`config.mk`:
```
export PLATFORM = sky130hd
export DESIGN_NAME = tile_ctrl_top
export DESIGN_NICKNAME = d
export VERILOG_FILES = /design/src/tile_pkg.sv /design/src/desc_loader.sv /design/src/tile_scheduler.sv /design/src/tile_addr_gen.sv /design/src/cmd_issuer.sv /design/src/tile_ctrl_top.sv
export SDC_FILE = /design/constraint.sdc
export NUM_CORES = 2
export LEC_CHECK = 0
export ABC_AREA = 1
export BUFFER_PORTS_ARGS = -buffer_cell sky130_fd_sc_hd__clkbuf_2
export CAP_MARGIN = 40
export CORE_ASPECT_RATIO = 1.1
export CORE_MARGIN = 2
export CORE_UTILIZATION = 29
export CTS_CLUSTER_SIZE = 12
export DETAILED_ROUTE_END_ITERATION = 8
export GPL_ROUTABILITY_DRIVEN = 0
export GPL_TIMING_DRIVEN = 0
export PLACE_DENSITY_LB_ADDON = 0.2
export SLEW_MARGIN = 0
export SYNTH_ARGS = -nofsm -noshare
export SYNTH_HDL_FRONTEND = slang
export SYNTH_SLANG_ARGS = --single-unit
```
`constraint.sdc`:
```
create_clock -name clk -period 29.6 [get_ports clk]
set_input_delay 5.92 -clock clk [delete_from_list [all_inputs] [get_ports clk]]
set_output_delay 5.92 -clock clk [all_outputs]
set_load 0.01 [all_outputs]
```
`src/tile_pkg.sv`:
```
`default_nettype none

package tile_pkg;

  // ---------------------------------------------------------------------------
  // element sizes and field widths
  // ---------------------------------------------------------------------------
  localparam int BYTES_A     = 1;   // activation
  localparam int BYTES_W     = 1;   // weight
  localparam int BYTES_P     = 2;   // psum / ofmap
  localparam int KERNEL_TAPS = 9;   // 3x3 kernel
  localparam int IDX_W       = 7;
  localparam int DIM_W       = 10;
  localparam int ADDR_W      = 32;

  typedef enum logic [1:0] {
    KIND_IFMAP,
    KIND_WEIGHT,
    KIND_BIAS,
    KIND_OFMAP
  } dma_kind_e;

  // ---------------------------------------------------------------------------
  // layer descriptor and derived geometry
  // ---------------------------------------------------------------------------
  typedef struct packed {
    logic [IDX_W-1:0]  tile_r;        // ifmap rows per tile
    logic [IDX_W-1:0]  tile_d;        // input channels per tile
    logic [IDX_W-1:0]  tile_k;        // output channels per tile
    logic [IDX_W-1:0]  out_tile_r;    // ofmap rows per tile
    logic [IDX_W-1:0]  num_tiles_r;
    logic [IDX_W-1:0]  num_tiles_d;
    logic [IDX_W-1:0]  num_tiles_k;
    logic [DIM_W-1:0]  in_c;
    logic [DIM_W-1:0]  in_r;
    logic [DIM_W-1:0]  in_d;
    logic [DIM_W-1:0]  out_c;
    logic [DIM_W-1:0]  out_r;
    logic [ADDR_W-1:0] base_ifmap;
    logic [ADDR_W-1:0] base_weight;
    logic [ADDR_W-1:0] base_bias;
    logic [ADDR_W-1:0] base_ofmap;
    logic              bias_en;
  } tile_desc_t;

  typedef struct packed {
    logic [ADDR_W-1:0] ifmap_len;
    logic [ADDR_W-1:0] weight_len;
    logic [ADDR_W-1:0] bias_len;
    logic [ADDR_W-1:0] ofmap_len;
    logic [ADDR_W-1:0] ifmap_d_stride;
    logic [ADDR_W-1:0] ifmap_r_stride;
    logic [ADDR_W-1:0] weight_k_stride;
    logic [ADDR_W-1:0] weight_d_stride;
    logic [ADDR_W-1:0] bias_k_stride;
    logic [ADDR_W-1:0] ofmap_k_stride;
    logic [ADDR_W-1:0] ofmap_r_stride;
    logic [ADDR_W-1:0] base_ifmap;
    logic [ADDR_W-1:0] base_weight;
    logic [ADDR_W-1:0] base_bias;
    logic [ADDR_W-1:0] base_ofmap;
  } layer_geom_t;

  // ---------------------------------------------------------------------------
  // requests and commands
  // ---------------------------------------------------------------------------
  typedef struct packed {
    dma_kind_e        kind;
    logic [IDX_W-1:0] k_idx;
    logic [IDX_W-1:0] r_idx;
    logic [IDX_W-1:0] d_idx;
  } tile_req_t;

  typedef struct packed {
    logic              read;   // 1 = dram read
    logic [ADDR_W-1:0] addr;
    logic [ADDR_W-1:0] len;
  } dma_cmd_t;

  typedef struct packed {
    logic [IDX_W-1:0] tile_r;
    logic [IDX_W-1:0] tile_d;
    logic [IDX_W-1:0] tile_k;
    logic [IDX_W-1:0] out_tile_r;
    logic [IDX_W-1:0] k_idx;
    logic [IDX_W-1:0] r_idx;
    logic [IDX_W-1:0] d_idx;
    logic             bias_en;
  } pass_info_t;

endpackage

`default_nettype wire

```
`src/desc_loader.sv`:
```
`timescale 1ns/1ns
`default_nettype none

module desc_loader
  import tile_pkg::*;
(
  input  wire logic        clk,
  input  wire logic        rst_n,
  input  wire logic        desc_vld_i,
  input  wire tile_desc_t  desc_i,
  input  wire logic        layer_done_i,
  output logic             busy_o,
  output logic             start_o,
  output tile_desc_t       desc_o,
  output layer_geom_t      geom_o
);

  logic        busy_q;
  logic        pend_q;      // descriptor captured, geometry due next edge
  logic        capture;
  tile_desc_t  desc_q;
  layer_geom_t geom_q;

  // busy drops together with the layer done pulse
  assign busy_o  = busy_q & ~layer_done_i;
  assign capture = desc_vld_i & ~busy_o;

  always_ff @(posedge clk or negedge rst_n) begin
    if (!rst_n) begin
      busy_q  <= 1'b0;
      pend_q  <= 1'b0;
      start_o <= 1'b0;
    end else begin
      pend_q  <= capture;
      start_o <= pend_q;    // start lines up with geom
      if (capture)
        busy_q <= 1'b1;
      else if (layer_done_i)
        busy_q <= 1'b0;
    end
  end

  always_ff @(posedge clk) begin
    if (capture)
      desc_q <= desc_i;
  end

  // ---------------------------------------------------------------------------
  // per-layer lengths and strides, all in bytes, mod 2^32
  // ---------------------------------------------------------------------------
  always_ff @(posedge clk) begin
    if (pend_q) begin
      geom_q.ifmap_len       <= ADDR_W'(desc_q.tile_d) * ADDR_W'(desc_q.tile_r) *
                                ADDR_W'(desc_q.in_c) * ADDR_W'(BYTES_A);
      geom_q.weight_len      <= ADDR_W'(desc_q.tile_k) * ADDR_W'(desc_q.tile_d) *
                                ADDR_W'(KERNEL_TAPS) * ADDR_W'(BYTES_W);
      geom_q.bias_len        <= ADDR_W'(desc_q.tile_k) * ADDR_W'(BYTES_P);
      geom_q.ofmap_len       <= ADDR_W'(desc_q.tile_k) * ADDR_W'(desc_q.out_tile_r) *
                                ADDR_W'(desc_q.out_c) * ADDR_W'(BYTES_P);
      geom_q.ifmap_d_stride  <= ADDR_W'(desc_q.tile_d) * ADDR_W'(desc_q.in_r) *
                                ADDR_W'(desc_q.in_c) * ADDR_W'(BYTES_A);
      geom_q.ifmap_r_stride  <= ADDR_W'(desc_q.out_tile_r) * ADDR_W'(desc_q.in_c) *
                                ADDR_W'(BYTES_A);
      geom_q.weight_k_stride <= ADDR_W'(desc_q.tile_k) * ADDR_W'(desc_q.in_d) *
                                ADDR_W'(KERNEL_TAPS) * ADDR_W'(BYTES_W);
      geom_q.weight_d_stride <= ADDR_W'(desc_q.tile_d) * ADDR_W'(KERNEL_TAPS) *
                                ADDR_W'(BYTES_W);
      geom_q.bias_k_stride   <= ADDR_W'(desc_q.tile_k) * ADDR_W'(BYTES_P);
      geom_q.ofmap_k_stride  <= ADDR_W'(desc_q.tile_k) * ADDR_W'(desc_q.out_r) *
                                ADDR_W'(desc_q.out_c) * ADDR_W'(BYTES_P);
      geom_q.ofmap_r_stride  <= ADDR_W'(desc_q.out_tile_r) * ADDR_W'(desc_q.out_c) *
                                ADDR_W'(BYTES_P);
      geom_q.base_ifmap      <= desc_q.base_ifmap;
      geom_q.base_weight     <= desc_q.base_weight;
      geom_q.base_bias       <= desc_q.base_bias;
      geom_q.base_ofmap      <= desc_q.base_ofmap;
    end
  end

  assign desc_o = desc_q;
  assign geom_o = geom_q;

endmodule

`default_nettype wire

```
`src/tile_scheduler.sv`:
```
`timescale 1ns/1ns
`default_nettype none

module tile_scheduler
  import tile_pkg::*;
(
  input  wire logic       clk,
  input  wire logic       rst_n,
  input  wire logic       start_i,
  input  wire tile_desc_t desc_i,
  input  wire logic       dma_done_i,
  input  wire logic       pass_done_i,
  output logic            req_vld_o,
  output tile_req_t       req_o,
  output logic            pass_vld_o,
  output pass_info_t      pass_o,
  output logic            layer_done_o
);

  typedef enum logic [2:0] {
    IDLE,
    LOAD_IFMAP,
    LOAD_WEIGHT,
    LOAD_BIAS,
    RUN_PASS,
    STORE_OFMAP,
    NEXT_TILE
  } state_e;

  state_e           state_q, state_d;
  logic             issued_q;     // command of current state already sent
  logic [IDX_W-1:0] k_idx, r_idx, d_idx;
  logic             last_d, last_r, last_k;
  logic             is_dma_st;
  logic             step;         // current state finished

  // a count of zero behaves like one tile
  assign last_d = ({1'b0, d_idx} + 1'b1) >= {1'b0, desc_i.num_tiles_d};
  assign last_r = ({1'b0, r_idx} + 1'b1) >= {1'b0, desc_i.num_tiles_r};
  assign last_k = ({1'b0, k_idx} + 1'b1) >= {1'b0, desc_i.num_tiles_k};

  assign is_dma_st = (state_q == LOAD_IFMAP) || (state_q == LOAD_WEIGHT) ||
                     (state_q == LOAD_BIAS)  || (state_q == STORE_OFMAP);
  assign step      = issued_q & ((is_dma_st & dma_done_i) |
                                 ((state_q == RUN_PASS) & pass_done_i));

  // ---------------------------------------------------------------------------
  // next state
  // ---------------------------------------------------------------------------
  always_comb begin
    state_d = state_q;
    case (state_q)
      IDLE:        if (start_i) state_d = LOAD_IFMAP;
      LOAD_IFMAP:  if (step) state_d = LOAD_WEIGHT;
      LOAD_WEIGHT: if (step) state_d = desc_i.bias_en ? LOAD_BIAS : RUN_PASS;
      LOAD_BIAS:   if (step) state_d = RUN_PASS;
      RUN_PASS:    if (step) state_d = last_d ? STORE_OFMAP : NEXT_TILE;
      STORE_OFMAP: if (step) state_d = (last_r && last_k) ? IDLE : NEXT_TILE;
      NEXT_TILE:   state_d = LOAD_IFMAP;
      default:     state_d = IDLE;
    endcase
  end

  always_ff @(posedge clk or negedge rst_n) begin
    if (!rst_n) begin
      state_q      <= IDLE;
      issued_q     <= 1'b0;
      layer_done_o <= 1'b0;
    end else begin
      state_q      <= state_d;
      layer_done_o <= (state_q == STORE_OFMAP) && step && last_r && last_k;
      if (state_d != state_q)
        issued_q <= 1'b0;           // fresh state, nothing sent yet
      else if (req_vld_o || pass_vld_o)
        issued_q <= 1'b1;
    end
  end

  // ---------------------------------------------------------------------------
  // loop counters, d wraps first, then r, then k
  // ---------------------------------------------------------------------------
  always_ff @(posedge clk or negedge rst_n) begin
    if (!rst_n) begin
      k_idx <= '0;
      r_idx <= '0;
      d_idx <= '0;
    end else if (state_q == IDLE && start_i) begin
      k_idx <= '0;
      r_idx <= '0;
      d_idx <= '0;
    end else if (state_q == NEXT_TILE) begin
      if (!last_d) begin
        d_idx <= d_idx + 1'b1;
      end else begin
        d_idx <= '0;
        if (!last_r) begin
          r_idx <= r_idx + 1'b1;
        end else begin
          r_idx <= '0;
          k_idx <= k_idx + 1'b1;
        end
      end
    end
  end

  // one request per state, sent in its first cycle
  assign req_vld_o  = is_dma_st & ~issued_q;
  assign pass_vld_o = (state_q == RUN_PASS) & ~issued_q;

  always_comb begin
    case (state_q)
      LOAD_WEIGHT: req_o.kind = KIND_WEIGHT;
      LOAD_BIAS:   req_o.kind = KIND_BIAS;
      STORE_OFMAP: req_o.kind = KIND_OFMAP;
      default:     req_o.kind = KIND_IFMAP;
    endcase
  end

  assign req_o.k_idx = k_idx;
  assign req_o.r_idx = r_idx;
  assign req_o.d_idx = d_idx;

  assign pass_o.tile_r     = desc_i.tile_r;
  assign pass_o.tile_d     = desc_i.tile_d;
  assign pass_o.tile_k     = desc_i.tile_k;
  assign pass_o.out_tile_r = desc_i.out_tile_r;
  assign pass_o.k_idx      = k_idx;
  assign pass_o.r_idx      = r_idx;
  assign pass_o.d_idx      = d_idx;
  assign pass_o.bias_en    = desc_i.bias_en;

endmodule

`default_nettype wire

```
`src/tile_addr_gen.sv`:
```
`timescale 1ns/1ns
`default_nettype none

module tile_addr_gen
  import tile_pkg::*;
(
  input  wire logic        clk,
  input  wire logic        rst_n,
  input  wire logic        req_vld_i,
  input  wire tile_req_t   req_i,
  input  wire layer_geom_t geom_i,
  output logic             cmd_vld_o,
  output dma_cmd_t         cmd_o
);

  logic [ADDR_W-1:0] idx_a, idx_b;       // index operands, zero extended
  logic [ADDR_W-1:0] stride_a, stride_b;
  logic              vld1_q;
  dma_kind_e         kind1_q;
  logic [ADDR_W-1:0] prod_a_q, prod_b_q;
  logic [ADDR_W-1:0] base1, len1;

  // ---------------------------------------------------------------------------
  // stage 1: pick strides by kind, form index products
  // ---------------------------------------------------------------------------
  always_comb begin
    idx_a    = ADDR_W'(req_i.k_idx);
    idx_b    = ADDR_W'(req_i.r_idx);
    stride_a = '0;
    stride_b = '0;
    case (req_i.kind)
      KIND_IFMAP: begin
        idx_a    = ADDR_W'(req_i.d_idx);
        stride_a = geom_i.ifmap_d_stride;
        stride_b = geom_i.ifmap_r_stride;
      end
      KIND_WEIGHT: begin
        idx_b    = ADDR_W'(req_i.d_idx);
        stride_a = geom_i.weight_k_stride;
        stride_b = geom_i.weight_d_stride;
      end
      KIND_BIAS: begin
        stride_a = geom_i.bias_k_stride;   // no second term
      end
      default: begin
        stride_a = geom_i.ofmap_k_stride;
        stride_b = geom_i.ofmap_r_stride;
      end
    endcase
  end

  always_ff @(posedge clk) begin
    kind1_q  <= req_i.kind;
    prod_a_q <= idx_a * stride_a;
    prod_b_q <= idx_b * stride_b;
  end

  // ---------------------------------------------------------------------------
  // stage 2: add base, attach length and direction
  // ---------------------------------------------------------------------------
  always_comb begin
    case (kind1_q)
      KIND_IFMAP:  begin base1 = geom_i.base_ifmap;  len1 = geom_i.ifmap_len;  end
      KIND_WEIGHT: begin base1 = geom_i.base_weight; len1 = geom_i.weight_len; end
      KIND_BIAS:   begin base1 = geom_i.base_bias;   len1 = geom_i.bias_len;   end
      default:     begin base1 = geom_i.base_ofmap;  len1 = geom_i.ofmap_len;  end
    endcase
  end

  always_ff @(posedge clk) begin
    cmd_o.read <= (kind1_q != KIND_OFMAP);
    cmd_o.addr <= base1 + prod_a_q + prod_b_q;
    cmd_o.len  <= len1;
  end

  always_ff @(posedge clk or negedge rst_n) begin
    if (!rst_n) begin
      vld1_q    <= 1'b0;
      cmd_vld_o <= 1'b0;
    end else begin
      vld1_q    <= req_vld_i;
      cmd_vld_o <= vld1_q;
    end
  end

endmodule

`default_nettype wire

```
`src/cmd_issuer.sv`:
```
`timescale 1ns/1ns
`default_nettype none

module cmd_issuer
  import tile_pkg::*;
(
  input  wire logic       clk,
  input  wire logic       rst_n,
  input  wire logic       cmd_vld_i,
  input  wire dma_cmd_t   cmd_i,
  input  wire logic       pass_vld_i,
  input  wire pass_info_t pass_i,
  input  wire logic       dma_done_i,
  input  wire logic       pass_done_i,
  output logic            dma_req_vld_o,
  output dma_cmd_t        dma_cmd_o,
  output logic            pass_info_vld_o,
  output pass_info_t      pass_info_o,
  output logic            dma_done_o,
  output logic            pass_done_o
);

  logic dma_busy;   // a dma command is out
  logic pass_busy;  // a pass is running

  // ---------------------------------------------------------------------------
  // output registers, payload held until the next command
  // ---------------------------------------------------------------------------
  always_ff @(posedge clk) begin
    if (cmd_vld_i)
      dma_cmd_o <= cmd_i;
    if (pass_vld_i)
      pass_info_o <= pass_i;
  end

  always_ff @(posedge clk or negedge rst_n) begin
    if (!rst_n) begin
      dma_req_vld_o   <= 1'b0;
      pass_info_vld_o <= 1'b0;
    end else begin
      dma_req_vld_o   <= cmd_vld_i;
      pass_info_vld_o <= pass_vld_i;
    end
  end

  // ---------------------------------------------------------------------------
  // outstanding flags, stray done pulses are dropped
  // ---------------------------------------------------------------------------
  always_ff @(posedge clk or negedge rst_n) begin
    if (!rst_n) begin
      dma_busy <= 1'b0;
    end else if (cmd_vld_i) begin
      dma_busy <= 1'b1;
    end else if (dma_done_o) begin
      dma_busy <= 1'b0;
    end
  end

  always_ff @(posedge clk or negedge rst_n) begin
    if (!rst_n) begin
      pass_busy <= 1'b0;
    end else if (pass_vld_i) begin
      pass_busy <= 1'b1;
    end else if (pass_done_o) begin
      pass_busy <= 1'b0;
    end
  end

  assign dma_done_o  = dma_done_i & dma_busy;
  assign pass_done_o = pass_done_i & pass_busy;

endmodule

`default_nettype wire

```
`src/tile_ctrl_top.sv`:
```
`timescale 1ns/1ns
`default_nettype none

module tile_ctrl_top
  import tile_pkg::*;
(
  input  wire logic       clk,
  input  wire logic       rst_n,
  // descriptor
  input  wire logic       desc_vld_i,
  input  wire tile_desc_t desc_i,
  // dma port
  output logic            dma_req_vld_o,
  output dma_cmd_t        dma_cmd_o,
  input  wire logic       dma_done_i,
  // pass port
  output logic            pass_info_vld_o,
  output pass_info_t      pass_info_o,
  input  wire logic       pass_done_i,
  // status
  output logic            busy_o,
  output logic            layer_done_o
);

  logic        start;
  tile_desc_t  desc;
  layer_geom_t geom;
  logic        req_vld;
  tile_req_t   req;
  logic        cmd_vld;
  dma_cmd_t    cmd;
  logic        pass_vld;
  pass_info_t  pass;
  logic        dma_done;
  logic        pass_done;

  desc_loader u_desc_loader (
    .clk          (clk),
    .rst_n        (rst_n),
    .desc_vld_i   (desc_vld_i),
    .desc_i       (desc_i),
    .layer_done_i (layer_done_o),
    .busy_o       (busy_o),
    .start_o      (start),
    .desc_o       (desc),
    .geom_o       (geom)
  );

  tile_scheduler u_tile_scheduler (
    .clk          (clk),
    .rst_n        (rst_n),
    .start_i      (start),
    .desc_i       (desc),
    .dma_done_i   (dma_done),
    .pass_done_i  (pass_done),
    .req_vld_o    (req_vld),
    .req_o        (req),
    .pass_vld_o   (pass_vld),
    .pass_o       (pass),
    .layer_done_o (layer_done_o)
  );

  tile_addr_gen u_tile_addr_gen (
    .clk       (clk),
    .rst_n     (rst_n),
    .req_vld_i (req_vld),
    .req_i     (req),
    .geom_i    (geom),
    .cmd_vld_o (cmd_vld),
    .cmd_o     (cmd)
  );

  cmd_issuer u_cmd_issuer (
    .clk             (clk),
    .rst_n           (rst_n),
    .cmd_vld_i       (cmd_vld),
    .cmd_i           (cmd),
    .pass_vld_i      (pass_vld),
    .pass_i          (pass),
    .dma_done_i      (dma_done_i),
    .pass_done_i     (pass_done_i),
    .dma_req_vld_o   (dma_req_vld_o),
    .dma_cmd_o       (dma_cmd_o),
    .pass_info_vld_o (pass_info_vld_o),
    .pass_info_o     (pass_info_o),
    .dma_done_o      (dma_done),
    .pass_done_o     (pass_done)
  );

endmodule

`default_nettype wire

```
## Word level (Yosys, flattened, before mapping)

Cells that the tools add are included.

- Add/sub/neg operators: 8
- Bitwise operators: 13
- Multiplexer cells: 36
- Multiply operators: 17
- Order comparisons: 3
- Reduce and logical (&&, ||, !) cells: 21
- Eq/ne operators: 12

Operators with widths:

| operator | count |
|---|---|
| $pmux 32 s3 | 1 |
| $mux 7 | 13 |
| $mul 7x10->17 | 5 |
| $pmux 28 s3 | 1 |
| $pmux 25 s3 | 1 |
| $add 32x32->32 | 2 |
| $mul 17x10->27 | 2 |
| $pmux 18 s3 | 1 |
| $mul 14x10->24 | 2 |
| $mul 7x7->14 | 3 |
| $mul 7x28->32 | 1 |
| $mul 7x18->25 | 1 |
| $add 7x1->8 const B | 3 |
| $ge 8x7->1 | 3 |
| $mux 3 | 8 |
| $add 7x1->7 const B | 3 |
| $mul 17x4->21 const B | 1 |
| $pmux 3 s7 | 1 |
| $mul 14x4->18 const B | 1 |
| $reduce_bool 2->1 | 7 |
| $mul 7x4->11 const B | 1 |
| $and 1x1->1 | 9 |
| $eq 3x3->1 const B | 3 |
| $mux 1 | 8 |
| 16 further kinds | 29 |

- Word-level logic and storage cells: 173
- Register bits after elaboration: 816
- Output and inout port bits: 119
- Bits of input ports: 233

## Longest topological paths before layout

- Depth in word-level cells: 11
- Gate-level depth with buffers: 43
- Gate-level depth less buffers: 41

## Cells and area by module

Synthesis repeated with hierarchy kept, for this count alone.

- Cell total of the unflattened synthesis: 9438
- Area total of the unflattened synthesis: 83392.5 µm²

By module, submodules not included:

| module | times used | area each (µm²) | cells each | sequential area each (µm²) |
|---|---|---|---|---|
| desc_loader | 1 | 56081.3 | 5935 | 16560.9 |
| tile_addr_gen | 1 | 21053.9 | 2996 | 2672.6 |
| cmd_issuer | 1 | 3598.5 | 131 | 3553.4 |
| tile_scheduler | 1 | 2658.8 | 376 | 650.6 |

## Worst setup path before layout

OpenSTA, ideal clock, no wires.

- Path type: input to register
- Start point: in desc_vld_i
- End point: reg u_desc_loader.pend_q
- Buffers on the path: 0
- Setup slack: 13.122 ns
- Arrival time: 15.364 ns
- Data required time: 28.487 ns
- Setup time: 1.113 ns
- Stages on the path: 2
- Cell sequence: inv_1 -> nor2_1

- Longest elaborated chain between the ends: 1

RTL lines:

| element | RTL line | RTL |
|---|---|---|
| from (decl) | tile_ctrl_top.sv:10 | `input wire logic desc_vld_i,` |
| $and 1x1->1 | desc_loader.sv:26 | `assign capture = desc_vld_i & ~busy_o;` |
| net u_desc_loader.capture | desc_loader.sv:20 | `logic capture;` |
| to (signal assigned) | desc_loader.sv:34 | `pend_q <= capture;` |
| to (decl) | desc_loader.sv:19 | `logic pend_q;` |

The timed path passes the listed nets, and every way through them passes these cells.
A chain may end at the register's enable or synchronous reset.

## Worst setup path in the final report

- Start point: reg u_desc_loader.desc_q (netlist bit u_desc_loader.desc_o[220])
- End point: reg u_desc_loader.geom_q (netlist bit u_desc_loader.geom_o[341]) (data pin)

- Longest elaborated chain between the ends: 2

RTL lines:

| element | RTL line | RTL |
|---|---|---|
| from (decl) | desc_loader.sv:21 | `tile_desc_t desc_q;` |
| from (signal assigned) | desc_loader.sv:45 | `desc_q <= desc_i;` |
| $mul 7x10->17 | desc_loader.sv:60 | `geom_q.ifmap_d_stride <= ADDR_W'(desc_q.tile_d) * ADDR_W'(desc_q.in_r) *` |
| $mul 17x10->27 | desc_loader.sv:60 |  |
| to (decl) | desc_loader.sv:22 | `layer_geom_t geom_q;` |

No other way between the ends.

==> flow_summary.ini <==
[hold_path]
hold_path.class = reg2reg
hold_end = u_tile_addr_gen.cmd_vld_o
min_path_cells = 0
hold_start = u_tile_addr_gen.vld1_q

[cts]
cts_buffers = 102
clk_pin_slew_ns = 0.06
post_cts_resized = 0
ctsHoldBuffers = 0
clk_latency_ns = 0.79
cts.htree.levels = 3
post-cts-setup-buffers = 0
cts_root_buf = clkbuf_16
cts_tree = yes
cts_sinks = 809
clockBufferDepth = 3

[synthesis]
yosysWarningCount = 0
synth_fa_ha_area_frac = 0.363
synth_edf_count = 657
yosysTopAreaCellShare = 0.260
ys_seq_area_frac = 0.303
ys_types = 61
netlist_instances = 8210
synth_top_family_by_area = adder cells
synth_simple_gate_area_frac = 0.147
ys_ff_latch = 809
netlist_top_cells_count = 1,796 x nand2_1, 1,688 x inv_1, 926 x fa_1
synth_xor_xnor_area_share = 0.0330
synthArstFlopShare = 0.0433
syn-cell-area_mm2 = 0.0758
synth.largest_area_cell = edfxtp_1
synth_compound_area_frac = 0.0579
synth_ff_type = edfxtp_1
avgSynthCellArea_um2 = 9.23
synth.mux.area_fraction = 0
ys_top_cells_by_area = edfxtp_1 26%, fa_1 24%, ha_1 12%, nand2_1 8.9%, inv_1 8.4%
yosys.cell_count.top_type = nand2_1

[power]
total_power_mw = 5.26
peakVddDrop_mv = 0.0602
pwr_density_cell_mw_per_mm2 = 60.8
p_leak_nw = 42.7

[placed_design]
hpwl_um = 207000
io_buffers = 344
pre_cts_ws_ns = 18.84

[timing]
fmax_mhz = 93.1
whs_ns = 0.351
hold_viol = 0
min_period_ns = 10.74
min_period_over_period = 0.363
rsz0062_at_grt = false
slew_violations = 0
finalSetupTns_ns = 0
finalWorstSetupSlack_ns = 18.86
skew_ns = 0.0929
slew_headroom = 0.365
worst_pin_slew_ns = 0.945
setup_viol = 0

[setup_path]
crit_fanout = 10
slowest_delay_ns = 0.70
cp.required_ns = 30.11
rr_endpoint = u_desc_loader.geom_o[341]
r2r_cells = 34
path_buf_inv = 10
start_kind = register
end_kind = register
cp_slowest_cell = xor2_1
critPathArrivalTime_ns = 11.24
critical_path_class = reg2reg
critPathTopFamily = adder cells
r2r_start = u_desc_loader.desc_o[220]
crit_top_cell = fa_1
r2r_slack_ns = 18.86

[grt]
grt_overflow = 0
grt_max_degree = 66
antenna_found_initial = 26
grt_usage = 0.187
grt_pass1_wl_um = 374000
grt_pass1_vias = 60180

[die]
rows = 196
pin_count = 352
die_height_um = 540
core_area_mm2 = 0.260
die_w_um = 491
die_area_mm2 = 0.265
start_util = 0.292

[routing]
wl_um = 249000
ant_nets = 0
remaining_drc_errors = 0
drt_iter0_drc = 4066
drt_first_pass_iters = 6
wl_per_cell_um = 20.3
vias_per_cell = 4.63
num_vias = 57013

[layout]
nNetsFinal = 10617
synthToLayoutAreaGrowth_pct = 14.3
drive_gt1_frac = 0.0825

[job]
cap_violations = 0

[run_status]
outcome = finished clean
-- worst reg2reg max path: cells and delay by family (launching register included) --
kind	cells	cell delay, ns
AOI/OAI and AO/OA	9	1.61
xor gates and xnor gates	2	1.06
adders and majority gates	11	4.99
buffers and inverters	10	1.94
DFF	1	0.62
and+or+nand+nor	2	0.34
-- per-layer routing --
layer	track usage	vias to the layer above	wire, um
li1	-	26666	-
met2	0.313	1636	116000
met4	0.0770	24	11900
met3	0.0343	409	15000
met1	0.236	28278	106000
met5	0	-	132
-- registers in the layout (all words and copies together), names as in the netlist, 2 cells and up --
register	count
u_desc_loader.desc_o	228
u_tile_addr_gen.cmd_o	58
u_tile_addr_gen.prod_a_q	32
u_desc_loader.geom_o	321
u_cmd_issuer.dma_cmd_o	58
u_tile_scheduler.k_idx	7
u_cmd_issuer.pass_info_o	50
u_tile_scheduler.d_idx	7
u_tile_addr_gen.kind1_q	2
u_tile_addr_gen.prod_b_q	25
u_tile_scheduler.r_idx	7
u_tile_scheduler.state_q	3
-- through the flow --
stage                util  cell area (um^2)  cells
finish              0.333             86600  12301
global route        0.333             86600  12288
CTS                 0.333             86600  12288
detailed placement  0.320             83000  12103
global placement    0.315             81900  12025
floorplan               -             75800   8216
-- cell type report --
class | instances | area, um^2
well taps | 3465 | 4340
flip-flops and latches | 809 | 23000
diodes | 13 | 32.5
multi-input cells | 5475 | 45600
inverters | 1706 | 6400
fillers | 26983 | 173000
clock inverters | 57 | 757
repair buffers | 422 | 2820
plain buffers | 226 | 932
clock buffers | 128 | 2810
-- logic make-up (layout without fill, tap and decap cells) --
logic type / count (synthesis) / after routing
fa+ha+maj: 1642 / 1642
other cells: 1 / 20
buf+inv: 1932 / 2539
compound gates: 775 / 775
xor+xnor: 283 / 283
simple gates: 2768 / 2768
flops: 809 / 809
-- layout by cell type, fill, tap and decap left out, types with 18 or more instances in the layout --
cell type / n
nor3_1: 41
or2_2: 57
o21ai_1: 41
inv_2: 18
a21o_1: 26
nand4_1: 34
nor2_1: 567
fa_1: 926
clkbuf_16: 108
nand2_1: 1796
o21ai_0: 212
o22ai_1: 19
xor2_1: 180
dfxtp_1: 117
edfxtp_1: 657
buf_4: 29
buf_6: 19
ha_1: 716
nand3_1: 221
o21bai_1: 20
buf_2: 29
a21oi_1: 326
clkbuf_2: 345
xnor2_1: 99
clkbuf_1: 195
a31oi_1: 23
inv_1: 1688
dfrtp_1: 33
-- report_power, final --
part	leakage (nW)	switching (mW)	internal (mW)	total [mW]
registers	7.41	0.0489	1.39	1.43
clock network	1.70	0.548	0.775	1.32
logic	33.6	1.66	0.853	2.51
total	42.7	2.25	3.01	5.26
-- worst max-delay path by stage --
| stage | startpoint | end | cells past startpoint |
|---|---|---|---|
| 6_report | u_desc_loader.desc_o[220] | u_desc_loader.geom_o[341] | 34 |
| 5_1_grt | u_desc_loader.desc_o[205] | u_desc_loader.geom_o[376] | 39 |
| 4_1_cts | u_desc_loader.desc_o[205] | u_desc_loader.geom_o[375] | 37 |
| 3_5_place_dp | u_desc_loader.desc_o[205] | u_desc_loader.geom_o[375] | 37 |
| 3_3_place_gp | desc_vld_i | u_desc_loader.pend_q | 3 |
| 2_1_floorplan | desc_vld_i | u_desc_loader.pend_q | 2 |
(Power assumes the default switching activity.)
